## src/logic/core_pkg.sv

```systemverilog
//////////////////////////////////////////////////////////////////////
// Shared core definitions
// Word and register index types, instruction word views
// Major opcodes, ALU operation encodings, canonical no-op
//////////////////////////////////////////////////////////////////////

package core_pkg;

  // Data and address width
  localparam int XLEN = 32;

  typedef logic [XLEN-1:0] word_t;
  typedef logic [4:0]      reg_addr_t;

  //////////////////////////////////////////////////////////////////////
  // Instruction formats
  //////////////////////////////////////////////////////////////////////

  // Register-register layout
  typedef struct packed {
    logic [6:0] funct7;
    reg_addr_t  rs2;
    reg_addr_t  rs1;
    logic [2:0] funct3;
    reg_addr_t  rd;
    logic [6:0] opcode;
  } r_view_t;

  // Immediate layout, also carries the LUI upper bits
  typedef struct packed {
    logic [11:0] imm;
    reg_addr_t   rs1;
    logic [2:0]  funct3;
    reg_addr_t   rd;
    logic [6:0]  opcode;
  } i_view_t;

  // Store layout, immediate split around rs2/rs1
  typedef struct packed {
    logic [6:0] imm_hi;
    reg_addr_t  rs2;
    reg_addr_t  rs1;
    logic [2:0] funct3;
    logic [4:0] imm_lo;
    logic [6:0] opcode;
  } s_view_t;

  // One fetched word, decoded through the view its opcode picks
  typedef union packed {
    r_view_t r_view;
    i_view_t i_view;
    s_view_t s_view;
  } instr_u;

  // Major opcodes handled here
  typedef enum logic [6:0] {
    OPC_OP     = 7'b0110011,
    OPC_OP_IMM = 7'b0010011,
    OPC_LUI    = 7'b0110111,
    OPC_STORE  = 7'b0100011
  } opcode_e;

  typedef enum logic [2:0] {
    ALU_ADD    = 3'd0,
    ALU_SUB    = 3'd1,
    ALU_AND    = 3'd2,
    ALU_OR     = 3'd3,
    ALU_XOR    = 3'd4,
    ALU_SLT    = 3'd5,
    ALU_PASS_B = 3'd6
  } alu_op_e;

  // ADDI x0, x0, 0
  localparam word_t NOP_INSTR = 32'h0000_0013;

endpackage

```

## src/logic/if_id_if.sv

```systemverilog
//////////////////////////////////////////////////////////////////////
// Fetch to decode handoff
// Fetched word and its PC under a valid/ready handshake
//////////////////////////////////////////////////////////////////////

`timescale 1ns/10ps

interface if_id_if;
  import core_pkg::*;

  // Handshake
  logic   valid;
  logic   ready;

  // Payload, stable while valid waits for ready
  word_t  pc;
  instr_u instr;

  modport fetch  (output valid, pc, instr, input ready);
  modport decode (input valid, pc, instr, output ready);

endinterface

```

## src/logic/id_ex_if.sv

```systemverilog
//////////////////////////////////////////////////////////////////////
// Decode to execute handoff
// Decoded ALU operation, operands and write-back or store control
//////////////////////////////////////////////////////////////////////

`timescale 1ns/10ps

interface id_ex_if;
  import core_pkg::*;

  // Handshake
  logic      valid;
  logic      ready;

  // Operation and operands
  alu_op_e   alu_op;
  word_t     op_a;
  word_t     op_b;
  word_t     store_data;

  // Destination and kind
  reg_addr_t rd;
  logic      rd_we;
  logic      is_store;

  modport decode  (output valid, alu_op, op_a, op_b, store_data, rd, rd_we, is_store,
                   input ready);
  modport execute (input valid, alu_op, op_a, op_b, store_data, rd, rd_we, is_store,
                   output ready);

endinterface

```

## src/logic/fetch_stage.sv

```systemverilog
//////////////////////////////////////////////////////////////////////
// Instruction fetch stage
// OBI instruction master with credit-limited outstanding requests
// In-order response buffer feeding the decode handshake
//////////////////////////////////////////////////////////////////////

`timescale 1ns/10ps

module fetch_stage #(
  parameter int FETCH_DEPTH = 2
) (
  input  logic            clk_i,
  input  logic            rst_i,
  input  logic            fetch_enable_i,
  input  core_pkg::word_t boot_addr_i,

  // Instruction bus
  output logic            instr_req_o,
  output core_pkg::word_t instr_addr_o,
  input  logic            instr_gnt_i,
  input  logic            instr_rvalid_i,
  input  core_pkg::word_t instr_rdata_i,

  if_id_if.fetch          if_id_o
);
  import core_pkg::*;

  localparam int PTR_W = (FETCH_DEPTH > 1) ? $clog2(FETCH_DEPTH) : 1;
  localparam int CNT_W = $clog2(FETCH_DEPTH + 1);

  word_t            fetch_addr_q;
  word_t            resp_pc_q;
  logic             req_hold_q;
  logic [CNT_W-1:0] outstanding_q;
  logic [CNT_W-1:0] buf_cnt_q;
  logic [PTR_W-1:0] wr_ptr_q;
  logic [PTR_W-1:0] rd_ptr_q;
  logic [CNT_W:0]   in_flight;
  logic             req_accept;
  logic             pop;

  // Buffer storage
  word_t  pc_mem    [FETCH_DEPTH];
  instr_u instr_mem [FETCH_DEPTH];

  function automatic logic [PTR_W-1:0] ptr_inc(logic [PTR_W-1:0] ptr);
    return (ptr == PTR_W'(FETCH_DEPTH - 1)) ? '0 : ptr + 1'b1;
  endfunction

  // Granted but unanswered requests plus buffered words
  assign in_flight = outstanding_q + buf_cnt_q;

  // Keep req up once raised, until granted
  assign instr_req_o  = (fetch_enable_i || req_hold_q) && (in_flight < FETCH_DEPTH);
  assign instr_addr_o = fetch_addr_q;
  assign req_accept   = instr_req_o && instr_gnt_i;
  assign pop          = if_id_o.valid && if_id_o.ready;

  //////////////////////////////////////////////////////////////////////
  // Request side and counters
  //////////////////////////////////////////////////////////////////////

  always_ff @(posedge clk_i) begin
    if (rst_i) begin
      fetch_addr_q  <= boot_addr_i;
      resp_pc_q     <= boot_addr_i;
      req_hold_q    <= 1'b0;
      outstanding_q <= '0;
      buf_cnt_q     <= '0;
      wr_ptr_q      <= '0;
      rd_ptr_q      <= '0;
    end else begin
      req_hold_q    <= instr_req_o && !instr_gnt_i;
      outstanding_q <= outstanding_q + CNT_W'(req_accept) - CNT_W'(instr_rvalid_i);
      buf_cnt_q     <= buf_cnt_q + CNT_W'(instr_rvalid_i) - CNT_W'(pop);
      if (req_accept) begin
        fetch_addr_q <= fetch_addr_q + 32'd4;
      end
      // Responses return in order, so their PC simply counts up
      if (instr_rvalid_i) begin
        resp_pc_q <= resp_pc_q + 32'd4;
        wr_ptr_q  <= ptr_inc(wr_ptr_q);
      end
      if (pop) begin
        rd_ptr_q <= ptr_inc(rd_ptr_q);
      end
    end
  end

  // Credit scheme guarantees a free slot here
  always_ff @(posedge clk_i) begin
    if (instr_rvalid_i) begin
      pc_mem[wr_ptr_q]    <= resp_pc_q;
      instr_mem[wr_ptr_q] <= instr_rdata_i;
    end
  end

  // Head of buffer to decode
  assign if_id_o.valid = (buf_cnt_q != '0);
  assign if_id_o.pc    = pc_mem[rd_ptr_q];
  assign if_id_o.instr = instr_mem[rd_ptr_q];

endmodule

```

## src/logic/decode_stage.sv

```systemverilog
//////////////////////////////////////////////////////////////////////
// Instruction decode stage
// Format decode, immediate build, operand read with forwarding
// ID/EX pipeline register under valid/ready
//////////////////////////////////////////////////////////////////////

`timescale 1ns/10ps

module decode_stage (
  input  logic                clk_i,
  input  logic                rst_i,

  if_id_if.decode             if_id_i,
  id_ex_if.decode             id_ex_o,

  // Register file read ports
  output core_pkg::reg_addr_t raddr_a_o,
  output core_pkg::reg_addr_t raddr_b_o,
  input  core_pkg::word_t     rdata_a_i,
  input  core_pkg::word_t     rdata_b_i,

  // Write-back, also the forwarding source
  input  logic                wb_we_i,
  input  core_pkg::reg_addr_t wb_addr_i,
  input  core_pkg::word_t     wb_data_i
);
  import core_pkg::*;

  instr_u  instr;
  word_t   rs1_val;
  word_t   rs2_val;
  word_t   imm_i;
  word_t   imm_s;
  word_t   imm_u;
  logic    pc_aligned;
  alu_op_e dec_alu_op;
  word_t   dec_op_b;
  logic    dec_rd_we;
  logic    dec_is_store;

  // Write in flight this cycle wins over the stale register value
  function automatic word_t fwd_sel(reg_addr_t addr, word_t rf_data, logic we,
                                    reg_addr_t waddr, word_t wdata);
    return (we && (waddr == addr) && (addr != '0)) ? wdata : rf_data;
  endfunction

  assign instr      = if_id_i.instr;
  assign pc_aligned = (if_id_i.pc[1:0] == 2'b00);

  // rs1/rs2 sit at the same bits in every kept format
  assign raddr_a_o = instr.r_view.rs1;
  assign raddr_b_o = instr.r_view.rs2;
  assign rs1_val   = fwd_sel(raddr_a_o, rdata_a_i, wb_we_i, wb_addr_i, wb_data_i);
  assign rs2_val   = fwd_sel(raddr_b_o, rdata_b_i, wb_we_i, wb_addr_i, wb_data_i);

  // Immediates
  assign imm_i = {{20{instr.i_view.imm[11]}}, instr.i_view.imm};
  assign imm_s = {{20{instr.s_view.imm_hi[6]}}, instr.s_view.imm_hi, instr.s_view.imm_lo};
  assign imm_u = {instr.i_view.imm, instr.i_view.rs1, instr.i_view.funct3, 12'h000};

  //////////////////////////////////////////////////////////////////////
  // Decoder
  //////////////////////////////////////////////////////////////////////

  always_comb begin
    dec_alu_op   = ALU_ADD;
    dec_op_b     = imm_i;
    dec_rd_we    = 1'b0;
    dec_is_store = 1'b0;
    case (instr.r_view.opcode)
      OPC_OP: begin
        dec_op_b = rs2_val;
        if (instr.r_view.funct7 == 7'b0000000) begin
          dec_rd_we = 1'b1;
          case (instr.r_view.funct3)
            3'b000:  dec_alu_op = ALU_ADD;
            3'b010:  dec_alu_op = ALU_SLT;
            3'b100:  dec_alu_op = ALU_XOR;
            3'b110:  dec_alu_op = ALU_OR;
            3'b111:  dec_alu_op = ALU_AND;
            default: dec_rd_we  = 1'b0;
          endcase
        end else if (instr.r_view.funct7 == 7'b0100000 && instr.r_view.funct3 == 3'b000) begin
          dec_alu_op = ALU_SUB;
          dec_rd_we  = 1'b1;
        end
      end
      OPC_OP_IMM: begin
        dec_rd_we = 1'b1;
        case (instr.i_view.funct3)
          3'b000:  dec_alu_op = ALU_ADD;
          3'b100:  dec_alu_op = ALU_XOR;
          3'b110:  dec_alu_op = ALU_OR;
          3'b111:  dec_alu_op = ALU_AND;
          default: dec_rd_we  = 1'b0;
        endcase
      end
      OPC_LUI: begin
        dec_alu_op = ALU_PASS_B;
        dec_op_b   = imm_u;
        dec_rd_we  = 1'b1;
      end
      // SW only, address is rs1 + offset
      OPC_STORE: begin
        dec_op_b     = imm_s;
        dec_is_store = (instr.s_view.funct3 == 3'b010);
      end
      default: ;
    endcase
    // Misaligned fetch retires as a no-op
    if (!pc_aligned) begin
      dec_rd_we    = 1'b0;
      dec_is_store = 1'b0;
    end
  end

  // Accept when empty or draining this cycle
  assign if_id_i.ready = !id_ex_o.valid || id_ex_o.ready;

  always_ff @(posedge clk_i) begin
    if (rst_i) begin
      id_ex_o.valid <= 1'b0;
    end else if (if_id_i.valid && if_id_i.ready) begin
      id_ex_o.valid <= 1'b1;
    end else if (id_ex_o.ready) begin
      id_ex_o.valid <= 1'b0;
    end
  end

  // Payload
  always_ff @(posedge clk_i) begin
    if (if_id_i.valid && if_id_i.ready) begin
      id_ex_o.alu_op     <= dec_alu_op;
      id_ex_o.op_a       <= rs1_val;
      id_ex_o.op_b       <= dec_op_b;
      id_ex_o.store_data <= rs2_val;
      id_ex_o.rd         <= instr.r_view.rd;
      id_ex_o.rd_we      <= dec_rd_we;
      id_ex_o.is_store   <= dec_is_store;
    end
  end

endmodule

```

## src/logic/register_file.sv

```systemverilog
//////////////////////////////////////////////////////////////////////
// General purpose register file
// 31 flip-flop registers, x0 hardwired to zero
// Two combinational read ports, one write port
//////////////////////////////////////////////////////////////////////

`timescale 1ns/10ps

module register_file (
  input  logic                clk_i,

  // Read ports
  input  core_pkg::reg_addr_t raddr_a_i,
  input  core_pkg::reg_addr_t raddr_b_i,
  output core_pkg::word_t     rdata_a_o,
  output core_pkg::word_t     rdata_b_o,

  // Write port
  input  logic                we_i,
  input  core_pkg::reg_addr_t waddr_i,
  input  core_pkg::word_t     wdata_i
);
  import core_pkg::*;

  // No storage behind x0
  word_t regs_q [1:31];

  function automatic word_t rd_reg(reg_addr_t addr, word_t val);
    return (addr == '0) ? '0 : val;
  endfunction

  always_ff @(posedge clk_i) begin
    if (we_i && waddr_i != '0) begin
      regs_q[waddr_i] <= wdata_i;
    end
  end

  assign rdata_a_o = rd_reg(raddr_a_i, regs_q[raddr_a_i]);
  assign rdata_b_o = rd_reg(raddr_b_i, regs_q[raddr_b_i]);

endmodule

```

## src/logic/execute_stage.sv

```systemverilog
//////////////////////////////////////////////////////////////////////
// Execute and write-back stage
// ALU over the held ID/EX item, register write-back
// Store issue on the OBI data bus, request phase only
//////////////////////////////////////////////////////////////////////

`timescale 1ns/10ps

module execute_stage (
  id_ex_if.execute            id_ex_i,

  // Register file write port
  output logic                wb_we_o,
  output core_pkg::reg_addr_t wb_addr_o,
  output core_pkg::word_t     wb_data_o,

  // Data bus
  output logic                data_req_o,
  output logic                data_we_o,
  output core_pkg::word_t     data_addr_o,
  output core_pkg::word_t     data_wdata_o,
  input  logic                data_gnt_i
);
  import core_pkg::*;

  word_t alu_result;
  logic  store_pending;

  //////////////////////////////////////////////////////////////////////
  // ALU
  //////////////////////////////////////////////////////////////////////

  always_comb begin
    case (id_ex_i.alu_op)
      ALU_ADD:    alu_result = id_ex_i.op_a + id_ex_i.op_b;
      ALU_SUB:    alu_result = id_ex_i.op_a - id_ex_i.op_b;
      ALU_AND:    alu_result = id_ex_i.op_a & id_ex_i.op_b;
      ALU_OR:     alu_result = id_ex_i.op_a | id_ex_i.op_b;
      ALU_XOR:    alu_result = id_ex_i.op_a ^ id_ex_i.op_b;
      // Signed compare, result is 0 or 1
      ALU_SLT:    alu_result = {31'b0, $signed(id_ex_i.op_a) < $signed(id_ex_i.op_b)};
      ALU_PASS_B: alu_result = id_ex_i.op_b;
      default:    alu_result = '0;
    endcase
  end

  //////////////////////////////////////////////////////////////////////
  // Retirement
  //////////////////////////////////////////////////////////////////////

  // Store held in place until the bus grants it
  assign store_pending = id_ex_i.valid && id_ex_i.is_store;

  // Non-stores retire the cycle they show up
  assign id_ex_i.ready = !store_pending || data_gnt_i;

  // Write-back, also seen by decode as forwarding source
  assign wb_we_o   = id_ex_i.valid && id_ex_i.rd_we;
  assign wb_addr_o = id_ex_i.rd;
  assign wb_data_o = alu_result;

  // Store request
  // Address from the ADD result, word data from rs2
  assign data_req_o   = store_pending;
  assign data_we_o    = id_ex_i.is_store;
  assign data_addr_o  = alu_result;
  assign data_wdata_o = id_ex_i.store_data;

endmodule

```

## src/logic/core_top.sv

```systemverilog
//////////////////////////////////////////////////////////////////////
// Core top level
// Fetch, decode and execute stages around the register file
// Plain OBI instruction and data bus ports
//////////////////////////////////////////////////////////////////////

`timescale 1ns/10ps

module core_top #(
  parameter int FETCH_DEPTH = 2
) (
  input  logic            clk_i,
  input  logic            rst_i,
  input  logic            fetch_enable_i,
  input  core_pkg::word_t boot_addr_i,

  // Instruction bus
  output logic            instr_req_o,
  output core_pkg::word_t instr_addr_o,
  input  logic            instr_gnt_i,
  input  logic            instr_rvalid_i,
  input  core_pkg::word_t instr_rdata_i,

  // Data bus, stores only
  output logic            data_req_o,
  output logic            data_we_o,
  output core_pkg::word_t data_addr_o,
  output core_pkg::word_t data_wdata_o,
  input  logic            data_gnt_i
);
  import core_pkg::*;

  // Register file read side
  reg_addr_t rf_raddr_a;
  reg_addr_t rf_raddr_b;
  word_t     rf_rdata_a;
  word_t     rf_rdata_b;

  // Write-back from execute
  logic      wb_we;
  reg_addr_t wb_addr;
  word_t     wb_data;

  // Stage handoffs
  if_id_if i_if_id ();
  id_ex_if i_id_ex ();

  fetch_stage #(
    .FETCH_DEPTH    (FETCH_DEPTH)
  ) i_fetch_stage (
    .clk_i          (clk_i),
    .rst_i          (rst_i),
    .fetch_enable_i (fetch_enable_i),
    .boot_addr_i    (boot_addr_i),
    .instr_req_o    (instr_req_o),
    .instr_addr_o   (instr_addr_o),
    .instr_gnt_i    (instr_gnt_i),
    .instr_rvalid_i (instr_rvalid_i),
    .instr_rdata_i  (instr_rdata_i),
    .if_id_o        (i_if_id)
  );

  decode_stage i_decode_stage (
    .clk_i     (clk_i),
    .rst_i     (rst_i),
    .if_id_i   (i_if_id),
    .id_ex_o   (i_id_ex),
    .raddr_a_o (rf_raddr_a),
    .raddr_b_o (rf_raddr_b),
    .rdata_a_i (rf_rdata_a),
    .rdata_b_i (rf_rdata_b),
    .wb_we_i   (wb_we),
    .wb_addr_i (wb_addr),
    .wb_data_i (wb_data)
  );

  register_file i_register_file (
    .clk_i     (clk_i),
    .raddr_a_i (rf_raddr_a),
    .raddr_b_i (rf_raddr_b),
    .rdata_a_o (rf_rdata_a),
    .rdata_b_o (rf_rdata_b),
    .we_i      (wb_we),
    .waddr_i   (wb_addr),
    .wdata_i   (wb_data)
  );

  execute_stage i_execute_stage (
    .id_ex_i      (i_id_ex),
    .wb_we_o      (wb_we),
    .wb_addr_o    (wb_addr),
    .wb_data_o    (wb_data),
    .data_req_o   (data_req_o),
    .data_we_o    (data_we_o),
    .data_addr_o  (data_addr_o),
    .data_wdata_o (data_wdata_o),
    .data_gnt_i   (data_gnt_i)
  );

endmodule

```

## config.mk

```make
export PLATFORM = sky130hd
export DESIGN_NAME = core_top
export DESIGN_NICKNAME = d
export VERILOG_FILES = /design/src/logic/core_pkg.sv /design/src/logic/if_id_if.sv /design/src/logic/id_ex_if.sv /design/src/logic/fetch_stage.sv /design/src/logic/decode_stage.sv /design/src/logic/register_file.sv /design/src/logic/execute_stage.sv /design/src/logic/core_top.sv
export SDC_FILE = /design/constraint.sdc
export NUM_CORES = 2
export LEC_CHECK = 0
export ABC_AREA = 0
export CAP_MARGIN = 20
export CORE_UTILIZATION = 55
export DETAILED_ROUTE_END_ITERATION = 10
export DONT_BUFFER_PORTS = 1
export GPL_ROUTABILITY_DRIVEN = 0
export PLACE_DENSITY_LB_ADDON = 0.15
export SLEW_MARGIN = 20
export SYNTH_ARGS = -nofsm -noshare
export SYNTH_HDL_FRONTEND = slang
export SYNTH_SLANG_ARGS = --single-unit
```

## constraint.sdc

```tcl
create_clock -name clk_i -period 10.2 [get_ports clk_i]
set_input_delay 0.51 -clock clk_i [delete_from_list [all_inputs] [get_ports clk_i]]
set_output_delay 0.51 -clock clk_i [all_outputs]
set_load 0.02 [all_outputs]
```

---- Word-level counts from Yosys, hierarchy flattened ----
Memories as Yosys holds them, arrays and structs flattened. A register that Yosys moved wholly into a read port is not among the register bits.
Index checks and enable logic that the tools add are counted.
storage, ports and cells
  ROM bits ................................ 0
  word-level logic and storage cells ...... 117
  bits in registers ....................... 178
  memory bits (writable) .................. 1120
  input port bits ......................... 70
  memories kept ........................... 3
  bits in latches ......................... 0
memory list
  memory                   depth  bits a word  rd ports  clocked after memory_dff  wr ports  RTL line             source
  i_register_file.regs_q   31     32           2         0                         1         register_file.sv:26  word_t regs_q [1:31];
  i_fetch_stage.instr_mem  2      32           1         1                         1         fetch_stage.sv:44    instr_u instr_mem [FETCH_DEPTH];
  i_fetch_stage.pc_mem     2      32           1         1                         1         fetch_stage.sv:43    word_t pc_mem [FETCH_DEPTH];
operators by class
  magnitude comparators ................... 2
  div/mod/pow operators ................... 0
  bitwise operators ....................... 3
  mux-type cells .......................... 32
  shifts and indexed selects .............. 0
  $mul .................................... 0
  reductions and logical operators ........ 34
  add/sub/neg operators ................... 11
  eq/ne operators ......................... 17
operators by type and width
  kind                                                                   count
  32-bit 2-to-1 mux                                                      8
  32-bit case mux with 7 select lines                                    1
  32-bit case mux with 3 select lines                                    1
  32-bit by 3-bit adder with 32-bit output, second input constant        2
  32-bit adder                                                           1
  32-bit AND                                                             1
  32-bit less-than comparator                                            1
  32-bit bitwise OR                                                      1
  32-bit subtractor                                                      1
  32-bit XOR                                                             1
  7-bit by 6-bit equality test with 1-bit output, second input constant  4
  3-bit equality test, second input constant                             6
  3-bit case mux with 3 select lines                                     2
  1-bit 2-to-1 mux                                                       17
  5-bit nonzero test                                                     3
  1-bit logical AND                                                      12
  3-bit case mux with 4 select lines                                     1
  5-bit equality test                                                    2
  5-bit zero test                                                        2
  3-bit by 2-bit equality test with 1-bit output, second input constant  3
  2-bit nonzero test                                                     4
  7-bit by 5-bit equality test with 1-bit output, second input constant  1
  7-bit zero test                                                        1
  3-bit zero test                                                        2
  other kinds (14)                                                       21

---- Depth between registers and ports, before layout ----
  depth after elaboration ................. 7
  gate-level depth with buffers ........... 16
  mapped depth without buffers ............ 12

---- By module ----
Synthesis repeated with hierarchy kept, for this count alone.
second synthesis, totals
  cells, all modules ...................... 4450
  area total of the unflattened synthesis .. 66690.2 um^2
by module, submodules not included
  module         times used  area an instance (um^2)  cells each
  register_file  1           46489.6                  2593
  fetch_stage    1           8912.3                   616
  execute_stage  1           6334.8                   935
  decode_stage   1           4953.5                   306

---- Worst setup path after synthesis ----
Ideal clock, no wire load.
  path kind ............................... reg2reg
  from .................................... register i_decode_stage.id_ex_o.op_b[0]
  to ...................................... memory i_register_file.regs_q[10][8] (netlist name), data pin
  path slack .............................. 4821 ps
  cell stages (with the launch flop) ...... 11
  arrival ................................. 4614 ps
  clock period less this slack ............ 5379 ps
  buffers on the path ..................... 0
  path through ............................ edfxtp_1 ha_1 inv_1 fa_1 nor2b_1 o2111ai_1 a21oi_1 o21ai_0 a21oi_1 xnor2_1 o311ai_0
between the ends
  word-level cells in the longest chain between the ends .. 2
  elaborated cells between the ends (all ways) .. 3
  those cells by class .................... 2 x add/sub; 1 x mux
ends and longest elaborated chain
  element                                            RTL line                                  source
  start, declared                                    id_ex_if.sv:26                            modport decode (output valid, alu_op, op_a, op_b, store_data, rd, rd_we, is_store,
  start signal, assigned                             decode_stage.sv:135                       id_ex_o.op_b <= dec_op_b;
  32-bit subtractor or 32-bit adder (tied branches)  execute_stage.sv:36, execute_stage.sv:35
  32-bit case mux with 7 select lines (*)            execute_stage.sv:34                       case (id_ex_i.alu_op)
  via data_addr_o[8]                                 core_top.sv:27                            output core_pkg::word_t data_addr_o,
  end, declared                                      register_file.sv:26
Mark *: on every way through the listed nets, which the timed path passes. The rest lies on a longest branch.

---- Final worst setup path ----
  from .................................... register i_decode_stage.id_ex_o.op_a[0]
  to ...................................... output port data_addr_o[30]
between the ends
  word-level cells in the longest chain between the ends .. 2
  elaborated cells between the ends (all ways) .. 3
  those cells by class .................... 2 x add/sub; 1 x mux
ends and longest elaborated chain
  element                                            RTL line                                  source
  start, declared                                    id_ex_if.sv:26
  start signal, assigned                             decode_stage.sv:134                       id_ex_o.op_a <= rs1_val;
  32-bit subtractor or 32-bit adder (tied branches)  execute_stage.sv:36, execute_stage.sv:35
  32-bit case mux with 7 select lines (*)            execute_stage.sv:34
  end, declared                                      core_top.sv:27
Every way passes the cells marked *; elsewhere a longest branch is shown, timed or not.

==> impl_metrics.csv <==
group,metric,value,unit
place,dp.cells,7485,
timing,report.final.slew_viol_count,0,
synthesis,syn-mean-instance-area,10.2,um^2
synthesis,postSynth.asyncResetShare,0,
drt,ant_nets,0,
cts,numClockSinks,1209,
place,detailedPlacementHpwl,139000,um
drt,vias_per_cell,7.04,
setup_path,arrival,5.34,ns
timing,worstMarginPinSlew,1.23,ns
synthesis,synth_cell_types,103,
global_routing,grt.total_usage,0.400,
drt,drt-initial-drc-count,8679,
layout,largest-register,"i_register_file.regs_q",
global_routing,grt_util_met1,0.522,
cts,post_cts_resized,0,
synthesis,syn_area,64600,um^2
timing,timing.setup.tns,0,ns
layout,finish.cell_count_without_fillers,7790,
layout,mostFrequentLayoutCells,"sky130_fd_sc_hd__nand2_1 (1683), sky130_fd_sc_hd__edfxtp_1 (1200), sky130_fd_sc_hd__nand3_1 (582), sky130_fd_sc_hd__a21oi_1 (304), sky130_fd_sc_hd__a311oi_1 (269)",
timing,finalWorstPathRequiredPeriod,5.85,ns
timing,min_period_over_period,0.574,
layout,area_growth_syn_to_layout,9.61,%
global_routing,grt_start_max_net_pins,138,
worst_hold_path,min_path_type,"in -> reg",
run_status,outcome,"complete, no violations",
cts,h-tree-depth,4,
floorplan,floorplan.die_area,119000,um^2
cts,clkLatencyLatePin,0.79,ns
timing,max-slew-margin-rel,0.177,
global_routing,busiest_layer,"met2",
place,place.port_buffers,0,
synthesis,synth_enable_flop_cells,1200,
global_routing,grt.met2_usage,0.582,
floorplan,row_count,125,
power,vdd_drop_max,263,uV
cts,setup_fix_buffers_added_after_clock_tree_synthesis,0,
cts,clock_tree.buffer_depth,3,
drt,wl_per_cell,30.9,um
synthesis,synth.yosys.seq_area_share,0.560,
timing,worst_clock_skew,0.0391,ns
drt,totalWireLength,241000,um
power,p_per_area,332,nW/um^2
layout,num-fill-cells,9332,
floorplan,core_area,116000,um^2
timing,fmaxAchievable,171,MHz
layout,layout-drive-gt1-share,0.0829,
floorplan,die_height,345,um
power,leakage,24.9,nW
synthesis,yosys_warnings,0,
synthesis,synthTopCellsByArea,"sky130_fd_sc_hd__edfxtp_1 (56%), sky130_fd_sc_hd__nand2_1 (9.8%), sky130_fd_sc_hd__nand3_1 (4.5%), sky130_fd_sc_hd__a311oi_1 (3.7%), sky130_fd_sc_hd__a21oi_1 (2.4%)",
cts,tritoncts.num_buffers,132,
layout,nNetsFinal,6350,
synthesis,netlist_instances,6313,
cts,clock_pin_slew_of_the_registers_on_the_worst_case_setup_and_hold_paths,0.06,ns
synthesis,synth_fp_nets,6498,
flow_run,max-cap-violations,0,
setup_path,endpoint_kind,"output pin",
cts,tritoncts,"yes",
global_routing,grt_overflow_total,0,
synthesis,synth.ff_latch_count,1209,
layout,largest_register_ff_count,992,
floorplan,die_width,345,um
layout,top_flop_regs,"i_register_file.regs_q x992, i_fetch_stage.instr_mem x64",
timing,timing.final.setup_violations,0,
synthesis,synth_top_flop_cell,"sky130_fd_sc_hd__edfxtp_1",
synthesis,yosysTopAreaCellShare,0.557,
global_routing,number_of_antenna_violations_at_the_first_check_in_global_routing,14,
global_routing,first_global_vias,50800,
setup_path,timing.setup.critical_path_class,"reg -> out",
setup_path,path_max_fanout,32,
floorplan,initial_utilization,0.556,
setup_path,crit_path_start_kind,"register",
cts,hold_buffers,69,
drt,vias,54800,
global_routing,use_met3,0.126,
drt,drt_drc_violations_left,0,
layout,layout_commonest_cell,"sky130_fd_sc_hd__nand2_1",
setup_path,crit_required,9.69,ns
timing,final_hold_viol_count,0,
global_routing,grt_first_pass_wirelength,345000,um
synthesis,synth_top_area_cell,"sky130_fd_sc_hd__edfxtp_1",
drt,drt_pass1_iterations,7,
cts,ctsRootBufferMaster,"sky130_fd_sc_hd__clkbuf_16",
floorplan,ioPinCount,169,
timing,unrepaired_setup_endpoints_after_global_routing,"no",
-- cells in the mapped netlist (11+ instances only) --
cell type and number:
sky130_fd_sc_hd__mux2_2 20, sky130_fd_sc_hd__nand2b_1 12, sky130_fd_sc_hd__edfxtp_1 1200, sky130_fd_sc_hd__clkbuf_1 271, sky130_fd_sc_hd__ha_1 112, sky130_fd_sc_hd__nor2_1 239
sky130_fd_sc_hd__nand3_1 582, sky130_fd_sc_hd__o2bb2ai_1 11, sky130_fd_sc_hd__a22oi_1 13, sky130_fd_sc_hd__xor2_1 22, sky130_fd_sc_hd__nand4_1 20, sky130_fd_sc_hd__o22ai_1 67
sky130_fd_sc_hd__o21bai_1 11, sky130_fd_sc_hd__mux4_2 57, sky130_fd_sc_hd__buf_2 141, sky130_fd_sc_hd__nor4_1 28, sky130_fd_sc_hd__or3_1 11, sky130_fd_sc_hd__a32oi_1 17
sky130_fd_sc_hd__o211ai_1 40, sky130_fd_sc_hd__o21ai_1 20, sky130_fd_sc_hd__o221ai_1 17, sky130_fd_sc_hd__and3_1 94, sky130_fd_sc_hd__a31oi_1 85, sky130_fd_sc_hd__buf_4 25
sky130_fd_sc_hd__buf_1 41, sky130_fd_sc_hd__nor2b_1 34, sky130_fd_sc_hd__inv_1 136, sky130_fd_sc_hd__a221oi_1 24, sky130_fd_sc_hd__nor3_1 50, sky130_fd_sc_hd__buf_6 18
sky130_fd_sc_hd__a21oi_1 304, sky130_fd_sc_hd__mux2i_1 79, sky130_fd_sc_hd__a311oi_1 271, sky130_fd_sc_hd__a21o_1 27, sky130_fd_sc_hd__and2_1 17, sky130_fd_sc_hd__a211oi_1 74
sky130_fd_sc_hd__xnor2_1 32, sky130_fd_sc_hd__o21ai_0 192, sky130_fd_sc_hd__o2111ai_1 26, sky130_fd_sc_hd__o31ai_1 25, sky130_fd_sc_hd__nand2_1 1685
-- final cells by class --
cell class	count	area, um^2	share of cell area
antenna	3	7.51	0.000106
clock inverter	70	622	0.00878
timing repair buffer	220	1970	0.0278
inverter	140	526	0.00742
sequential	1209	36200	0.511
multi-input combinational	4462	26100	0.368
clock buffer	162	3530	0.0498
tap	1524	1910	0.0269
-- metrics by stage --
step | worst slack, ns | area [um^2] | power [mW] | hold WS, ns | utilization
6_report | 4.35 | 70900 | 23.5 | 0.0562 | 0.609
2_1_floorplan | 4.82 | 64600 | 14.3 | 0.421 | -
4_1_cts | 4.58 | 70800 | 23.1 | 0.0306 | 0.609
3_5_place_dp | 4.96 | 66000 | 18.4 | 0.433 | 0.567
3_3_place_gp | 4.97 | 65900 | 18.2 | 0.427 | 0.567
5_1_grt | 4.17 | 70900 | 24.2 | 0.0458 | 0.609
-- final timing paths --
| check | start | endpoint | slack (ns) | cells past startpoint |
|---|---|---|---|---|
| hold reg to reg | i_fetch_stage.resp_pc_q[1] | i_fetch_stage.pc_mem[1][1] | 0.45 | 0 |
| setup reg to reg | register | i_decode_stage.id_ex_o.store_data[28] | 4.63 | 10 |
| hold / removal | instr_rvalid_i | i_fetch_stage.outstanding_q[1] | 0.06 | 3 |
| setup / recovery | i_decode_stage.id_ex_o.op_a[0] | data_addr_o[30] | 4.35 | 14 |
-- report_power, final --
part,switching [mW],internal (mW)
logic,7.92,2.59
registers,0.598,7.73
clock network,2.04,2.67
-- cells by family (layout without fill, tap and decap cells) --
family	count (synthesis)	count (layout)	share of synthesized area
AND/OR/NAND/NOR	2807	2807	0.187
AO/OA/AOI/OAI	1325	1325	0.142
flip-flops	1209	1209	0.560
buffers and inverters	642	592	0.0446
multiplexers	161	161	0.0369
adder cells (fa/ha/maj)	115	115	0.0226
XOR/XNOR	54	54	0.00732
other	0	3	0
-- worst max-delay path, cell delays in order (launching register included) --
cell and delay [ns]:
sky130_fd_sc_hd__edfxtp_1 0.56, sky130_fd_sc_hd__inv_1 0.11, sky130_fd_sc_hd__ha_1 0.24, sky130_fd_sc_hd__fa_1 0.41, sky130_fd_sc_hd__o21bai_1 0.26, sky130_fd_sc_hd__a2111oi_2 0.15, sky130_fd_sc_hd__nor3_1 0.20, sky130_fd_sc_hd__nor3_1 0.09
sky130_fd_sc_hd__buf_4 0.18, sky130_fd_sc_hd__nor3b_1 0.61, sky130_fd_sc_hd__o2111ai_1 0.22, sky130_fd_sc_hd__a21bo_2 0.23, sky130_fd_sc_hd__a21oi_1 0.86, sky130_fd_sc_hd__inv_1 0.11, sky130_fd_sc_hd__buf_4 0.33
-- metal layers --
metal  up-vias  wire length [um]
met2      4451            104000
met3       931             35700
met1     26300             84500
met5         -                83
li1      23100                 -
met4        12             16500
(Power assumes the default switching activity.)
